## src/logic/isa_pkg.sv

```systemverilog
package isa_pkg;

	typedef logic [31:0] word_t;
	typedef logic [4:0]  reg_idx_t;
	typedef logic [5:0]  opcode_t;
	typedef logic [5:0]  funct_t;
	typedef logic [3:0]  byte_en_t;

	localparam int NUM_REGS = 32;

	////////////////////////////////////////////////////////////
	// opcodes
	////////////////////////////////////////////////////////////
	localparam opcode_t OP_SPECIAL = 6'h00;
	localparam opcode_t OP_BEQ     = 6'h04;
	localparam opcode_t OP_BNE     = 6'h05;
	localparam opcode_t OP_ADDIU   = 6'h09;
	localparam opcode_t OP_LUI     = 6'h0f;
	localparam opcode_t OP_LW      = 6'h23;
	localparam opcode_t OP_SW      = 6'h2b;

	////////////////////////////////////////////////////////////
	// function codes under OP_SPECIAL
	////////////////////////////////////////////////////////////
	localparam funct_t FN_ADDU = 6'h21;
	localparam funct_t FN_SUBU = 6'h23;
	localparam funct_t FN_AND  = 6'h24;
	localparam funct_t FN_OR   = 6'h25;
	localparam funct_t FN_SLT  = 6'h2a;

endpackage

```

## src/logic/pipe_pkg.sv

```systemverilog
package pipe_pkg;

	import isa_pkg::*;

	typedef enum logic [2:0] {
		ALU_ADD,
		ALU_SUB,
		ALU_AND,
		ALU_OR,
		ALU_SLT,
		ALU_LUI
	} alu_op_t;

	typedef enum logic {
		OPB_REG,
		OPB_IMM
	} operand_b_t;

	typedef enum logic [1:0] {
		FWD_RF,
		FWD_MEM,
		FWD_WB
	} fwd_sel_t;

	////////////////////////////////////////////////////////////
	// stage boundary payloads
	////////////////////////////////////////////////////////////
	typedef struct packed {
		word_t pc;
		word_t inst;
	} fd_payload_t;

	typedef struct packed {
		word_t      pc;
		reg_idx_t   rs;
		reg_idx_t   rt;
		reg_idx_t   dest;
		word_t      src_a;
		word_t      src_b;
		word_t      imm;
		alu_op_t    alu_op;
		operand_b_t b_sel;
		logic       load;
		logic       store;
		logic       reg_write;
	} de_payload_t;

	// load and reg_write are already cleared for bubbles
	typedef struct packed {
		word_t    pc;
		reg_idx_t dest;
		word_t    alu_result;
		logic     load;
		logic     reg_write;
	} em_payload_t;

	typedef struct packed {
		em_payload_t em;
		word_t       rdata;
	} mw_payload_t;

	// shared operand mux for decode and execute forwarding
	function automatic word_t fwd_pick(fwd_sel_t sel, word_t rf, word_t mem, word_t wb);
		case (sel)
			FWD_MEM: return mem;
			FWD_WB:  return wb;
			default: return rf;
		endcase
	endfunction

endpackage

```

## src/logic/pipe_stage.sv

```systemverilog
`timescale 1ns/1ps

module pipe_stage #(
	parameter type payload_t = logic [31:0]
) (
	input  logic     clk,
	input  logic     rst,
	input  logic     stall,
	input  logic     in_valid,
	input  logic     next_allowin,
	input  payload_t in_data,
	output logic     allowin,
	output logic     out_valid,
	output payload_t out_data,
	output logic     full
);

	// empty, or moving on this cycle
	assign allowin = !full || (next_allowin && !stall);

	// a stalled stage sends a bubble
	assign out_valid = full && !stall;

	always_ff @(posedge clk) begin
		if (rst) begin
			full <= 1'b0;
		end else if (allowin) begin
			full <= in_valid;
		end
	end

	always_ff @(posedge clk) begin
		if (allowin) begin
			out_data <= in_data;
		end
	end

endmodule

```

## src/logic/fetch_unit.sv

```systemverilog
`timescale 1ns/1ps

module fetch_unit #(
	parameter isa_pkg::word_t RESET_PC = '0
) (
	input  logic                  clk,
	input  logic                  rst,
	input  logic                  stall,
	input  logic                  take_branch,
	input  isa_pkg::word_t        branch_target,
	input  logic                  next_allowin,
	input  isa_pkg::word_t        inst_sram_rdata,
	output logic                  inst_sram_en,
	output isa_pkg::word_t        inst_sram_addr,
	output logic                  out_valid,
	output pipe_pkg::fd_payload_t fd_data
);

	import isa_pkg::*;

	logic  valid;
	logic  accept;
	word_t pc;
	word_t next_pc;

	assign accept  = !valid || (next_allowin && !stall);
	assign next_pc = take_branch ? branch_target : pc + 32'd4;

	// the SRAM keeps its last word while fetch waits
	assign inst_sram_en   = accept;
	assign inst_sram_addr = next_pc;

	always_ff @(posedge clk) begin
		if (rst) begin
			valid <= 1'b0;
			pc    <= RESET_PC - 32'd4;
		end else if (accept) begin
			valid <= 1'b1;
			pc    <= next_pc;
		end
	end

	assign out_valid = valid;
	assign fd_data   = '{pc: pc, inst: inst_sram_rdata};

endmodule

```

## src/logic/decode_unit.sv

```systemverilog
`timescale 1ns/1ps

module decode_unit (
	input  logic                  valid,
	input  pipe_pkg::fd_payload_t fd_data,
	input  isa_pkg::word_t        rf_a,
	input  isa_pkg::word_t        rf_b,
	input  isa_pkg::word_t        mem_result,
	input  isa_pkg::word_t        wb_data,
	input  pipe_pkg::fwd_sel_t    fwd_a,
	input  pipe_pkg::fwd_sel_t    fwd_b,
	output isa_pkg::reg_idx_t     rs,
	output isa_pkg::reg_idx_t     rt,
	output logic                  take_branch,
	output logic                  is_branch,
	output isa_pkg::word_t        branch_target,
	output logic                  uses_rt,
	output pipe_pkg::de_payload_t de_data
);

	import isa_pkg::*;
	import pipe_pkg::*;

	opcode_t    op;
	funct_t     funct;
	reg_idx_t   rd;
	word_t      imm_ext;
	word_t      src_a;
	word_t      src_b;
	alu_op_t    alu_op;
	operand_b_t b_sel;
	logic       load;
	logic       store;
	logic       reg_write;
	logic       dest_rd;

	assign op      = fd_data.inst[31:26];
	assign rs      = fd_data.inst[25:21];
	assign rt      = fd_data.inst[20:16];
	assign rd      = fd_data.inst[15:11];
	assign funct   = fd_data.inst[5:0];
	assign imm_ext = {{16{fd_data.inst[15]}}, fd_data.inst[15:0]};

	////////////////////////////////////////////////////////////
	// control word
	////////////////////////////////////////////////////////////
	always_comb begin
		alu_op    = ALU_ADD;
		b_sel     = OPB_IMM;
		load      = 1'b0;
		store     = 1'b0;
		reg_write = 1'b0;
		dest_rd   = 1'b0;
		uses_rt   = 1'b0;
		is_branch = 1'b0;
		case (op)
			OP_SPECIAL: begin
				b_sel     = OPB_REG;
				dest_rd   = 1'b1;
				uses_rt   = 1'b1;
				reg_write = 1'b1;
				case (funct)
					FN_ADDU: alu_op = ALU_ADD;
					FN_SUBU: alu_op = ALU_SUB;
					FN_AND:  alu_op = ALU_AND;
					FN_OR:   alu_op = ALU_OR;
					FN_SLT:  alu_op = ALU_SLT;
					// nop and anything unsupported
					default: reg_write = 1'b0;
				endcase
			end
			OP_ADDIU: reg_write = 1'b1;
			OP_LUI: begin
				alu_op    = ALU_LUI;
				reg_write = 1'b1;
			end
			OP_LW: begin
				load      = 1'b1;
				reg_write = 1'b1;
			end
			OP_SW: begin
				store   = 1'b1;
				uses_rt = 1'b1;
			end
			OP_BEQ, OP_BNE: begin
				is_branch = 1'b1;
				uses_rt   = 1'b1;
			end
			default: ;
		endcase
	end

	assign src_a = fwd_pick(fwd_a, rf_a, mem_result, wb_data);
	assign src_b = fwd_pick(fwd_b, rf_b, mem_result, wb_data);

	// resolved here, the delay slot is already in fetch
	assign take_branch = valid && (((op == OP_BEQ) && (src_a == src_b)) ||
		((op == OP_BNE) && (src_a != src_b)));
	assign branch_target = fd_data.pc + 32'd4 + {imm_ext[29:0], 2'b00};

	assign de_data = '{
		pc:        fd_data.pc,
		rs:        rs,
		rt:        rt,
		dest:      dest_rd ? rd : rt,
		src_a:     src_a,
		src_b:     src_b,
		imm:       imm_ext,
		alu_op:    alu_op,
		b_sel:     b_sel,
		load:      load,
		store:     store,
		reg_write: reg_write
	};

endmodule

```

## src/logic/execute_unit.sv

```systemverilog
`timescale 1ns/1ps

module execute_unit (
	input  logic                  valid,
	input  pipe_pkg::de_payload_t de_data,
	input  isa_pkg::word_t        mem_result,
	input  isa_pkg::word_t        wb_data,
	input  pipe_pkg::fwd_sel_t    fwd_a,
	input  pipe_pkg::fwd_sel_t    fwd_b,
	output logic                  data_sram_en,
	output isa_pkg::byte_en_t     data_sram_wen,
	output isa_pkg::word_t        data_sram_addr,
	output isa_pkg::word_t        data_sram_wdata,
	output pipe_pkg::em_payload_t em_data
);

	import isa_pkg::*;
	import pipe_pkg::*;

	word_t op_a;
	word_t rt_val;
	word_t op_b;
	word_t result;

	assign op_a   = fwd_pick(fwd_a, de_data.src_a, mem_result, wb_data);
	assign rt_val = fwd_pick(fwd_b, de_data.src_b, mem_result, wb_data);
	assign op_b   = (de_data.b_sel == OPB_IMM) ? de_data.imm : rt_val;

	always_comb begin
		case (de_data.alu_op)
			ALU_SUB: result = op_a - op_b;
			ALU_AND: result = op_a & op_b;
			ALU_OR:  result = op_a | op_b;
			ALU_SLT: result = {31'b0, $signed(op_a) < $signed(op_b)};
			ALU_LUI: result = {op_b[15:0], 16'h0000};
			default: result = op_a + op_b;
		endcase
	end

	// word stores only
	assign data_sram_en    = 1'b1;
	assign data_sram_wen   = {4{valid && de_data.store}};
	assign data_sram_addr  = result;
	assign data_sram_wdata = rt_val;

	assign em_data = '{
		pc:         de_data.pc,
		dest:       de_data.dest,
		alu_result: result,
		load:       valid && de_data.load,
		reg_write:  valid && de_data.reg_write
	};

endmodule

```

## src/logic/hazard_unit.sv

```systemverilog
`timescale 1ns/1ps

module hazard_unit (
	input  isa_pkg::reg_idx_t     dec_rs,
	input  isa_pkg::reg_idx_t     dec_rt,
	input  logic                  dec_branch,
	input  logic                  dec_uses_rt,
	input  logic                  dec_valid,
	input  pipe_pkg::de_payload_t exe_data,
	input  logic                  exe_valid,
	input  isa_pkg::reg_idx_t     mem_dest,
	input  isa_pkg::reg_idx_t     wb_dest,
	input  logic                  mem_wen,
	input  logic                  mem_load,
	input  logic                  wb_wen,
	output pipe_pkg::fwd_sel_t    dec_fwd_a,
	output pipe_pkg::fwd_sel_t    dec_fwd_b,
	output pipe_pkg::fwd_sel_t    exe_fwd_a,
	output pipe_pkg::fwd_sel_t    exe_fwd_b,
	output logic                  dec_stall
);

	import isa_pkg::*;
	import pipe_pkg::*;

	logic exe_writes;
	logic exe_hit_a;
	logic exe_hit_b;
	logic mem_load_hit;
	logic load_use;
	logic branch_dep;

	// nearest writer wins, r0 is never forwarded
	function automatic fwd_sel_t pick_source(reg_idx_t src, logic m_wen, reg_idx_t m_dest,
		logic w_wen, reg_idx_t w_dest);
		if (m_wen && (m_dest != '0) && (m_dest == src)) begin
			return FWD_MEM;
		end
		if (w_wen && (w_dest != '0) && (w_dest == src)) begin
			return FWD_WB;
		end
		return FWD_RF;
	endfunction

	assign dec_fwd_a = pick_source(dec_rs, mem_wen, mem_dest, wb_wen, wb_dest);
	assign dec_fwd_b = pick_source(dec_rt, mem_wen, mem_dest, wb_wen, wb_dest);
	assign exe_fwd_a = pick_source(exe_data.rs, mem_wen, mem_dest, wb_wen, wb_dest);
	assign exe_fwd_b = pick_source(exe_data.rt, mem_wen, mem_dest, wb_wen, wb_dest);

	////////////////////////////////////////////////////////////
	// stall decision
	////////////////////////////////////////////////////////////
	assign exe_writes = exe_valid && exe_data.reg_write && (exe_data.dest != '0);
	assign exe_hit_a  = exe_writes && (exe_data.dest == dec_rs);
	assign exe_hit_b  = exe_writes && dec_uses_rt && (exe_data.dest == dec_rt);

	// the read word is too late for the branch compare
	assign mem_load_hit = mem_wen && mem_load && (mem_dest != '0) &&
		((mem_dest == dec_rs) || (dec_uses_rt && (mem_dest == dec_rt)));

	assign load_use   = exe_data.load && (exe_hit_a || exe_hit_b);
	assign branch_dep = dec_branch && (exe_hit_a || exe_hit_b || mem_load_hit);
	assign dec_stall  = dec_valid && (load_use || branch_dep);

endmodule

```

## src/logic/writeback_regfile.sv

```systemverilog
`timescale 1ns/1ps

module writeback_regfile (
	input  logic                  clk,
	input  logic                  valid,
	input  pipe_pkg::mw_payload_t mw_data,
	input  isa_pkg::reg_idx_t     rs,
	input  isa_pkg::reg_idx_t     rt,
	output isa_pkg::word_t        rf_a,
	output isa_pkg::word_t        rf_b,
	output isa_pkg::word_t        wb_data,
	output isa_pkg::reg_idx_t     wb_dest,
	output logic                  wb_wen,
	output isa_pkg::word_t        debug_wb_pc,
	output isa_pkg::byte_en_t     debug_wb_rf_wen,
	output isa_pkg::reg_idx_t     debug_wb_rf_wnum,
	output isa_pkg::word_t        debug_wb_rf_wdata
);

	import isa_pkg::*;

	word_t regs [NUM_REGS];

	assign wb_dest = mw_data.em.dest;
	assign wb_wen  = valid && mw_data.em.reg_write;
	assign wb_data = mw_data.em.load ? mw_data.rdata : mw_data.em.alu_result;

	always_ff @(posedge clk) begin
		if (wb_wen && (wb_dest != '0)) begin
			regs[wb_dest] <= wb_data;
		end
	end

	// no bypass, same-cycle values arrive through forwarding
	assign rf_a = (rs == '0) ? '0 : regs[rs];
	assign rf_b = (rt == '0) ? '0 : regs[rt];

	// trace shows r0 writes too
	assign debug_wb_pc       = mw_data.em.pc;
	assign debug_wb_rf_wen   = {4{wb_wen}};
	assign debug_wb_rf_wnum  = wb_dest;
	assign debug_wb_rf_wdata = wb_data;

endmodule

```

## src/logic/mips_core.sv

```systemverilog
`timescale 1ns/1ps

module mips_core #(
	parameter isa_pkg::word_t RESET_PC = '0
) (
	input  logic              clk,
	input  logic              rst,
	output logic              inst_sram_en,
	output isa_pkg::word_t    inst_sram_addr,
	input  isa_pkg::word_t    inst_sram_rdata,
	output logic              data_sram_en,
	output isa_pkg::byte_en_t data_sram_wen,
	output isa_pkg::word_t    data_sram_addr,
	output isa_pkg::word_t    data_sram_wdata,
	input  isa_pkg::word_t    data_sram_rdata,
	output isa_pkg::word_t    debug_wb_pc,
	output isa_pkg::byte_en_t debug_wb_rf_wen,
	output isa_pkg::reg_idx_t debug_wb_rf_wnum,
	output isa_pkg::word_t    debug_wb_rf_wdata
);

	import isa_pkg::*;
	import pipe_pkg::*;

	logic        f_valid, fd_allowin, fd_valid, fd_full;
	logic        de_allowin, de_valid, em_allowin, em_valid, mw_allowin, mw_valid;
	fd_payload_t f_data, fd_data;
	de_payload_t d_data, de_data;
	em_payload_t e_data, em_data;
	mw_payload_t mw_in, mw_data;

	logic        dec_stall, take_branch, is_branch, uses_rt, wb_wen;
	word_t       branch_target, rf_a, rf_b, mem_result, wb_data;
	reg_idx_t    dec_rs, dec_rt, wb_dest;
	fwd_sel_t    dec_fwd_a, dec_fwd_b, exe_fwd_a, exe_fwd_b;

	assign mem_result = em_data.alu_result;
	// read word joins the payload at the memory/writeback boundary
	assign mw_in = '{em: em_data, rdata: data_sram_rdata};

	////////////////////////////////////////////////////////////
	// fetch and decode
	////////////////////////////////////////////////////////////
	fetch_unit #(.RESET_PC(RESET_PC)) u_fetch (
		.clk(clk), .rst(rst), .stall(dec_stall), .take_branch(take_branch),
		.branch_target(branch_target), .next_allowin(fd_allowin),
		.inst_sram_rdata(inst_sram_rdata), .inst_sram_en(inst_sram_en),
		.inst_sram_addr(inst_sram_addr), .out_valid(f_valid), .fd_data(f_data)
	);

	pipe_stage #(.payload_t(fd_payload_t)) u_fd (
		.clk(clk), .rst(rst), .stall(dec_stall), .in_valid(f_valid),
		.next_allowin(de_allowin), .in_data(f_data), .allowin(fd_allowin),
		.out_valid(fd_valid), .out_data(fd_data), .full(fd_full)
	);

	decode_unit u_decode (
		.valid(fd_full), .fd_data(fd_data), .rf_a(rf_a), .rf_b(rf_b),
		.mem_result(mem_result), .wb_data(wb_data), .fwd_a(dec_fwd_a), .fwd_b(dec_fwd_b),
		.rs(dec_rs), .rt(dec_rt), .take_branch(take_branch), .is_branch(is_branch),
		.branch_target(branch_target), .uses_rt(uses_rt), .de_data(d_data)
	);

	////////////////////////////////////////////////////////////
	// execute, memory, writeback
	////////////////////////////////////////////////////////////
	pipe_stage #(.payload_t(de_payload_t)) u_de (
		.clk(clk), .rst(rst), .stall(1'b0), .in_valid(fd_valid),
		.next_allowin(em_allowin), .in_data(d_data), .allowin(de_allowin),
		.out_valid(de_valid), .out_data(de_data), .full()
	);

	execute_unit u_execute (
		.valid(de_valid), .de_data(de_data), .mem_result(mem_result), .wb_data(wb_data),
		.fwd_a(exe_fwd_a), .fwd_b(exe_fwd_b), .data_sram_en(data_sram_en),
		.data_sram_wen(data_sram_wen), .data_sram_addr(data_sram_addr),
		.data_sram_wdata(data_sram_wdata), .em_data(e_data)
	);

	pipe_stage #(.payload_t(em_payload_t)) u_em (
		.clk(clk), .rst(rst), .stall(1'b0), .in_valid(de_valid),
		.next_allowin(mw_allowin), .in_data(e_data), .allowin(em_allowin),
		.out_valid(em_valid), .out_data(em_data), .full()
	);

	pipe_stage #(.payload_t(mw_payload_t)) u_mw (
		.clk(clk), .rst(rst), .stall(1'b0), .in_valid(em_valid),
		.next_allowin(1'b1), .in_data(mw_in), .allowin(mw_allowin),
		.out_valid(mw_valid), .out_data(mw_data), .full()
	);

	writeback_regfile u_writeback (
		.clk(clk), .valid(mw_valid), .mw_data(mw_data), .rs(dec_rs), .rt(dec_rt),
		.rf_a(rf_a), .rf_b(rf_b), .wb_data(wb_data), .wb_dest(wb_dest), .wb_wen(wb_wen),
		.debug_wb_pc(debug_wb_pc), .debug_wb_rf_wen(debug_wb_rf_wen),
		.debug_wb_rf_wnum(debug_wb_rf_wnum), .debug_wb_rf_wdata(debug_wb_rf_wdata)
	);

	hazard_unit u_hazard (
		.dec_rs(dec_rs), .dec_rt(dec_rt), .dec_branch(is_branch), .dec_uses_rt(uses_rt),
		.dec_valid(fd_full), .exe_data(de_data), .exe_valid(de_valid),
		.mem_dest(em_data.dest), .wb_dest(wb_dest), .mem_wen(em_data.reg_write),
		.mem_load(em_data.load), .wb_wen(wb_wen), .dec_fwd_a(dec_fwd_a),
		.dec_fwd_b(dec_fwd_b), .exe_fwd_a(exe_fwd_a), .exe_fwd_b(exe_fwd_b),
		.dec_stall(dec_stall)
	);

endmodule

```

## config.mk

```make
export PLATFORM = sky130hd
export DESIGN_NAME = mips_core
export DESIGN_NICKNAME = d
export VERILOG_FILES = /design/src/logic/isa_pkg.sv /design/src/logic/pipe_pkg.sv /design/src/logic/pipe_stage.sv /design/src/logic/fetch_unit.sv /design/src/logic/decode_unit.sv /design/src/logic/execute_unit.sv /design/src/logic/hazard_unit.sv /design/src/logic/writeback_regfile.sv /design/src/logic/mips_core.sv
export SDC_FILE = /design/constraint.sdc
export NUM_CORES = 2
export LEC_CHECK = 0
export ABC_AREA = 1
export BUFFER_PORTS_ARGS = -buffer_cell sky130_fd_sc_hd__buf_2
export CORE_MARGIN = 2
export CORE_UTILIZATION = 35
export DETAILED_ROUTE_END_ITERATION = 7
export PLACE_DENSITY = 0.52
export SLEW_MARGIN = 20
export SYNTH_ARGS = -nofsm -noshare
export SYNTH_HDL_FRONTEND = slang
export SYNTH_SLANG_ARGS = --single-unit
export TNS_END_PERCENT = 50
```

## constraint.sdc

```tcl
create_clock -name clk -period 7.95 [get_ports clk]
set_input_delay 0.795 -clock clk [delete_from_list [all_inputs] [get_ports clk]]
set_output_delay 0.795 -clock clk [all_outputs]
set_load 0.02 [all_outputs]
```

# --- Word-level counts from Yosys, hierarchy flattened ---
# Memories as Yosys holds them, arrays and structs flattened. A register that Yosys moved wholly into a read port is not among the register bits.
# Index checks and enable logic that the tools add are counted.
op_classes:
  addsub: 5
  eq_ne: 36
  bitwise_logic: 2
  n_reduce_logical: 50
  mux: 53
  n_lt_le_gt_ge: 1
ops:
  columns: ["operator", "count"]
  rows:
  - ["32-bit one-hot mux with 2 select lines", 4]
  - ["32-bit 2-to-1 mux", 5]
  - ["32-bit one-hot mux with 5 select lines", 1]
  - ["32-bit by 3-bit adder with 32-bit output (second input constant)", 2]
  - ["32-bit adder", 2]
  - ["5-bit equality test", 10]
  - ["6-bit equality test (second input constant)", 7]
  - ["32-bit bitwise AND", 1]
  - ["32-bit equality test", 1]
  - ["32-bit less-than comparator", 1]
  - ["2-bit 2-to-1 mux", 16]
  - ["32-bit != test", 1]
  - ["32-bit bitwise OR", 1]
  - ["32-bit subtractor", 1]
  - ["1-bit logical AND", 30]
  - ["1-bit 2-to-1 mux", 21]
  - ["5-bit 2-to-1 mux", 3]
  - ["5-bit nonzero test", 3]
  - ["6-bit by 3-bit equality test with 1-bit output (second input constant)", 2]
  - ["6-bit by 4-bit equality test with 1-bit output (second input constant)", 2]
  - ["3-bit one-hot mux with 4 select lines", 1]
  - ["5-bit logical NOT", 2]
  - ["2-bit by 1-bit equality test with 1-bit output (second input constant)", 4]
  - ["2-bit equality test (second input constant)", 4]
  - ["other kinds (12)", 22]
word_totals:
  inputBits: 66
  n_memories: 1
  ramBits: 1024
  out_inout_bits: 175
  ff_bits: 409
mem_list:
  columns: ["name", "depth", "word_bits", "rd", "rd_ports_with_merged_regs", "wr", "line_no", "text"]
  rows:
  - ["u_writeback.regs", 32, 32, 2, 2, 1, "writeback_regfile.sv:22", "word_t regs [NUM_REGS];"]

# --- Depth between registers and ports, before layout ---
depth:
  ltp_word: 14
  ltp_mapped: 36

# --- Modules after synthesis ---
# A second synthesis with hierarchy kept.
unflattened:
  cells_unflattened: 9741
  hier_area_um2: 81857.3
modules_own_cells:
  columns: ["module", "area_per_inst_um2", "instances", "seq_area_each_um2", "cells_each"]
  rows:
  - ["writeback_regfile", 52749.3, 1, 30749.5, 6123]
  - ["execute_unit", 8351.8, 1, 0.0, 1640]
  - ["decode_unit", 5165.0, 1, 0.0, 932]
  - ["pipe_stage (u_de)", 4560.6, 1, 4524.3, 158]
  - ["pipe_stage (u_mw)", 3149.3, 1, 3113.0, 111]
  - ["fetch_unit", 2819.0, 1, 660.6, 485]
  - ["pipe_stage (u_em)", 2188.3, 1, 2152.1, 79]
  - ["pipe_stage (u_fd)", 1978.1, 1, 1941.9, 72]
  - ["hazard_unit", 888.4, 1, 0.0, 139]
  - ["mips_core", 7.5, 1, 0.0, 2]

# --- Worst setup path before layout ---
# OpenSTA, ideal clock, no wires.
synth_path:
  path_kind: "register -> output"
  start: "register u_mw.out_data[67] (netlist name)"
  end: "output data_sram_addr[0]"
  path_stages_with_launch: 35
  required_time_ns: 7.155
  arrival_time_ns: 5.010
  n_path_buf: 3
  setup_slack_ns: 2.145
  cell_sequence: "dfxtp_1 -> buf_2 -> inv_2 -> nand2_1 -> o21ai_4 -> nor4_1 -> inv_1 -> nand2_1 -> inv_1 -> clkbuf_1 -> nand2_1 -> o221ai_1 -> o21ai_0 -> inv_1 -> ha_1 -> fa_1 -> inv_1 -> nand2_1 -> nand2_1 -> a21oi_1 -> o21ai_0 -> inv_1 -> o21ai_0 -> nand3_1 -> nand2_1 -> a21boi_0 -> o21ai_0 -> nand2_1 -> o21bai_1 -> nand4_1 -> nand2_1 -> nand2_1 -> nand3_1 -> nand3_1 -> buf_4"
synth_rtl:
  columns: ["item", "line_no", "text"]
  rows:
  - ["start: declaration", "pipe_stage.sv:14", "output payload_t out_data,"]
  - ["start signal: assignment", "pipe_stage.sv:34", "out_data <= in_data;"]
  - ["end: declaration", "mips_core.sv:13", "output isa_pkg::word_t data_sram_addr,"]

# --- Final worst setup path ---
layout_path:
  start: "register u_mw.out_data[66] (netlist name)"
  end: "output data_sram_addr[25]"
layout_via:
  elab_chain_len: 12
  elab_cells_between_ends: 28
  cone_classes: "2 x add/sub; 6 x eq/ne; 14 x mux; 2 x bitwise; 4 x reduce/logical"
layout_rtl:
  columns: ["item", "line_no", "text"]
  rows:
  - ["5-bit nonzero test", "hazard_unit.sv:39", "if (w_wen && (w_dest != '0) && (w_dest == src)) begin"]
  - ["1-bit logical AND (2 in series)", "hazard_unit.sv:39", null]
  - ["1-bit 2-to-1 mux (2 in series)", "hazard_unit.sv:39", null]
  - ["2-bit 2-to-1 mux", "hazard_unit.sv:42", "return FWD_RF;"]
  - ["2-bit 2-to-1 mux", "hazard_unit.sv:39", null]
  - ["2-bit equality test / 2-bit by 1-bit equality test with 1-bit output (equally long branches)", "pipe_pkg.sv:64", "case (sel)"]
  - ["32-bit one-hot mux with 2 select lines", "pipe_pkg.sv:64", null]
  - ["32-bit 2-to-1 mux", "execute_unit.sv:27", "assign op_b = (de_data.b_sel == OPB_IMM) ? de_data.imm : rt_val;"]
  - ["32-bit adder, or another cell as far along", "execute_unit.sv:36", "default: result = op_a + op_b;"]
  - ["32-bit one-hot mux with 5 select lines (*)", "execute_unit.sv:30", "case (de_data.alu_op)"]
# Every way passes the cells marked *; elsewhere a longest branch is shown, timed or not. The select of a mux whose other input is x is not followed.

==> metrics.cfg <==
[status]
status = completed

[yosys]
synthArstFlopShare = 0
synth-xor-area-share = 0.0122
synth-simple-area-share = 0.310
syn-mean-instance-area_um2 = 8.41
synth.area.mux_share = 0.000269
ys_warn_count = 0
synth-edff-count = 1088
synth_cell_type_count = 60
synth_top_family_by_area = simple AND/OR/NAND/NOR gates
synth_compound_area_frac = 0.0474
ys_ff_latch = 1443
synth_area_mm2 = 0.0744
synth_top_cell_area_share = 0.439
synth_top_area_cell = edfxtp_1
synth.area.top_cells = edfxtp_1 (44%), nand2_1 (16%), nand3_1 (12%), dfxtp_1 (9.6%), ha_1 (2.6%)
synth_fa_ha_area_frac = 0.0267
synthFlopType = edfxtp_1
yosysSeqAreaShare = 0.535
netlist_instances = 8849

[route]
drt_iter0_drc = 7871
firstDrtPassIters = 6
detail_route.wl_per_cell_um = 25.5
drc = 0
vias = 65488
vias_per_cell = 5.55
wirelength_mm = 301
drtAntennaViolNets = 0

[cts]
postCtsHoldBufs = 0
clock_sink_count = 1443
htree_num_levels = 4
cts_tree = done
clockBufferDepth = 3
clk_latency_ns = 0.84
numCtsBuffers = 165
path_clk_slew_ns = 0.07
clock-root-buffer = clkbuf_16

[sta]
fin_skew_ns = 0.0421
fmax_mhz = 133
fin_crit_ns = 7.51
setup-tns-final_ns = 0
hold_slack_ns = 0.0605
hold_viol = 0
setup_viol = 0
tightestPinTransition_ns = 1.17
drv_slew = 0
finalCritPeriodShare = 0.945
slew_headroom = 0.221

[setup_path]
cp_common_cell = inv_1
critical_path_class = flop to output port
r2r_slack_ns = 2.11
worstReg2RegStart = u_mw.out_data[66]
crit_fanout = 10
crit_path_start_kind = flop
worstRegToRegCells = 24
cp.required_ns = 7.15
end_kind = output port
critical-path-max-stage-delay_ns = 0.53
r2r-end = u_em.out_data[27]
crit_arrival_ns = 6.72
critPathSlowestCell = dfxtp_1

[layout]
syn_to_final_growth_pct = 12.0
final_common_cell = nand2_1
fillers = 21032
most-common-layout-cells = nand2_1 (3195), nand3_1 (1826), edfxtp_1 (1088)
seq_area_mm2 = 0.0398
fin_cells = 11807
drive_gt1_frac = 0.0885
stdcell_area_mm2 = 0.0833
fin_nets = 9072
multiInputGateArea_mm2 = 0.0299

[floorplan]
dieArea_mm2 = 0.216
start_util = 0.351
die_w_um = 465
die_h_um = 465
core_area_mm2 = 0.212
fp-row-count = 169
io_pins = 241

[placed_design]
io_buffers = 239
gp_congestion = 0.932
dpl_cell_area_mm2 = 0.0780
place_inst = 11498
place_hpwl_mm = 177

[global_routing]
grt_overflow_total = 0
grt_max_degree = 185
grt_pass1_wl_mm = 432
antenna_found_initial = 9
first_global_vias = 62447
grt_use_total = 0.269

[worst_hold_path]
hold_end = u_mw.out_data[13]
min_from = data_sram_rdata[13]
min_path_type = input pin to flop
hold_depth = 1

[power]
peakVddDrop_v = 0.000244
p_per_area_mw_per_mm2 = 259
p_leak_nw = 34.6
power_mw = 21.6

[flow_run]
maxCapViolations = 0

-- critical path: cells and delay by family, from the launching register on --
kind | cells | cell delay (ns)
compound gates | 11 | 2.69
fa+ha+maj | 1 | 0.34
buf+inv | 8 | 1.37
flops | 1 | 0.53
simple gates | 5 | 0.91
-- layout make-up --
cell class,count,area share
multi-input cells,6310,0.359
inverters,503,0.0234
clock inverters,72,0.00766
repair buffers,426,0.0346
well taps,2821,0.0423
diodes,4,0.000120
clock buffers,228,0.0555
flip-flops and latches,1443,0.478
-- flip-flops by register name (all words and copies together) (netlist names), named ones only --
name / cells
u_fd.full: 1
u_de.out_data: 134
u_fetch.pc: 32
u_em.full: 1
u_mw.full: 1
u_writeback.regs: 1024
u_fetch.out_valid: 1
u_mw.out_data: 103
u_fd.out_data: 64
u_em.out_data: 71
u_de.full: 1
-- worst max-delay path by stage --
stage	start	end	slack, ns	cells after the start
after floorplan	u_mw.out_data[67]	data_sram_addr[0]	2.15	34
after global placement	u_mw.out_data[70]	data_sram_addr[30]	0.57	30
after detailed placement	u_mw.out_data[69]	data_sram_addr[0]	0.61	28
after CTS	u_mw.out_data[69]	data_sram_addr[0]	0.07	31
after global routing	u_mw.out_data[69]	data_sram_addr[0]	-0.01	29
final	u_mw.out_data[66]	data_sram_addr[25]	0.44	25
-- layer usage --
layer  track usage  part of all wire
met2         0.414              0.44
met1         0.360              0.41
met4         0.137             0.055
met3        0.0541             0.093
met5             0           0.00017
-- through the flow --
stage	setup slack (ns)	util
6_report	0.436	0.394
3_3_place_gp	0.567	0.369
5_1_grt	-0.0113	0.394
4_1_cts	0.0688	0.393
3_5_place_dp	0.610	0.369
2_1_floorplan	2.15	-
-- synth_stat cells, drive strengths merged (3+ instances only) --
library cell	n
and2	20
a21boi	5
buf	448
fa	3
nor2	247
xor2	71
a211oi	3
o22ai	60
ha	154
nand2	3200
o21ai	182
a21oi	225
xnor2	33
a221oi	40
nor4	15
or2	21
nand3	1832
o21a	6
clkbuf	176
o31ai	3
o221ai	10
a21o	7
nand4	53
o2111ai	26
nand3b	3
clkinv	5
dfxtp	355
o211ai	13
a31oi	4
nor3	24
inv	498
edfxtp	1088
o21bai	9
-- timing repair --
item / in CTS / in global routing
setup endpoints to repair: 5 / 13
resized for setup: 4 / 13
buffers inserted: 0 / 5
-- kinds of logic after synthesis --
group           count (synthesis)
buf+inv                      1127
compound gates                597
simple gates                 5417
fa+ha+maj                     157
flops                        1443
xor+xnor                      104
other cells                     2
mux                             2
-- report_power, final --
part / switching, mW / internal [mW] / leakage (nW)
logic: 3.39 / 1.22 / 19.2
registers: 0.373 / 9.07 / 12.8
clock network: 3.28 / 4.25 / 2.56
(Power assumes the default switching activity.)
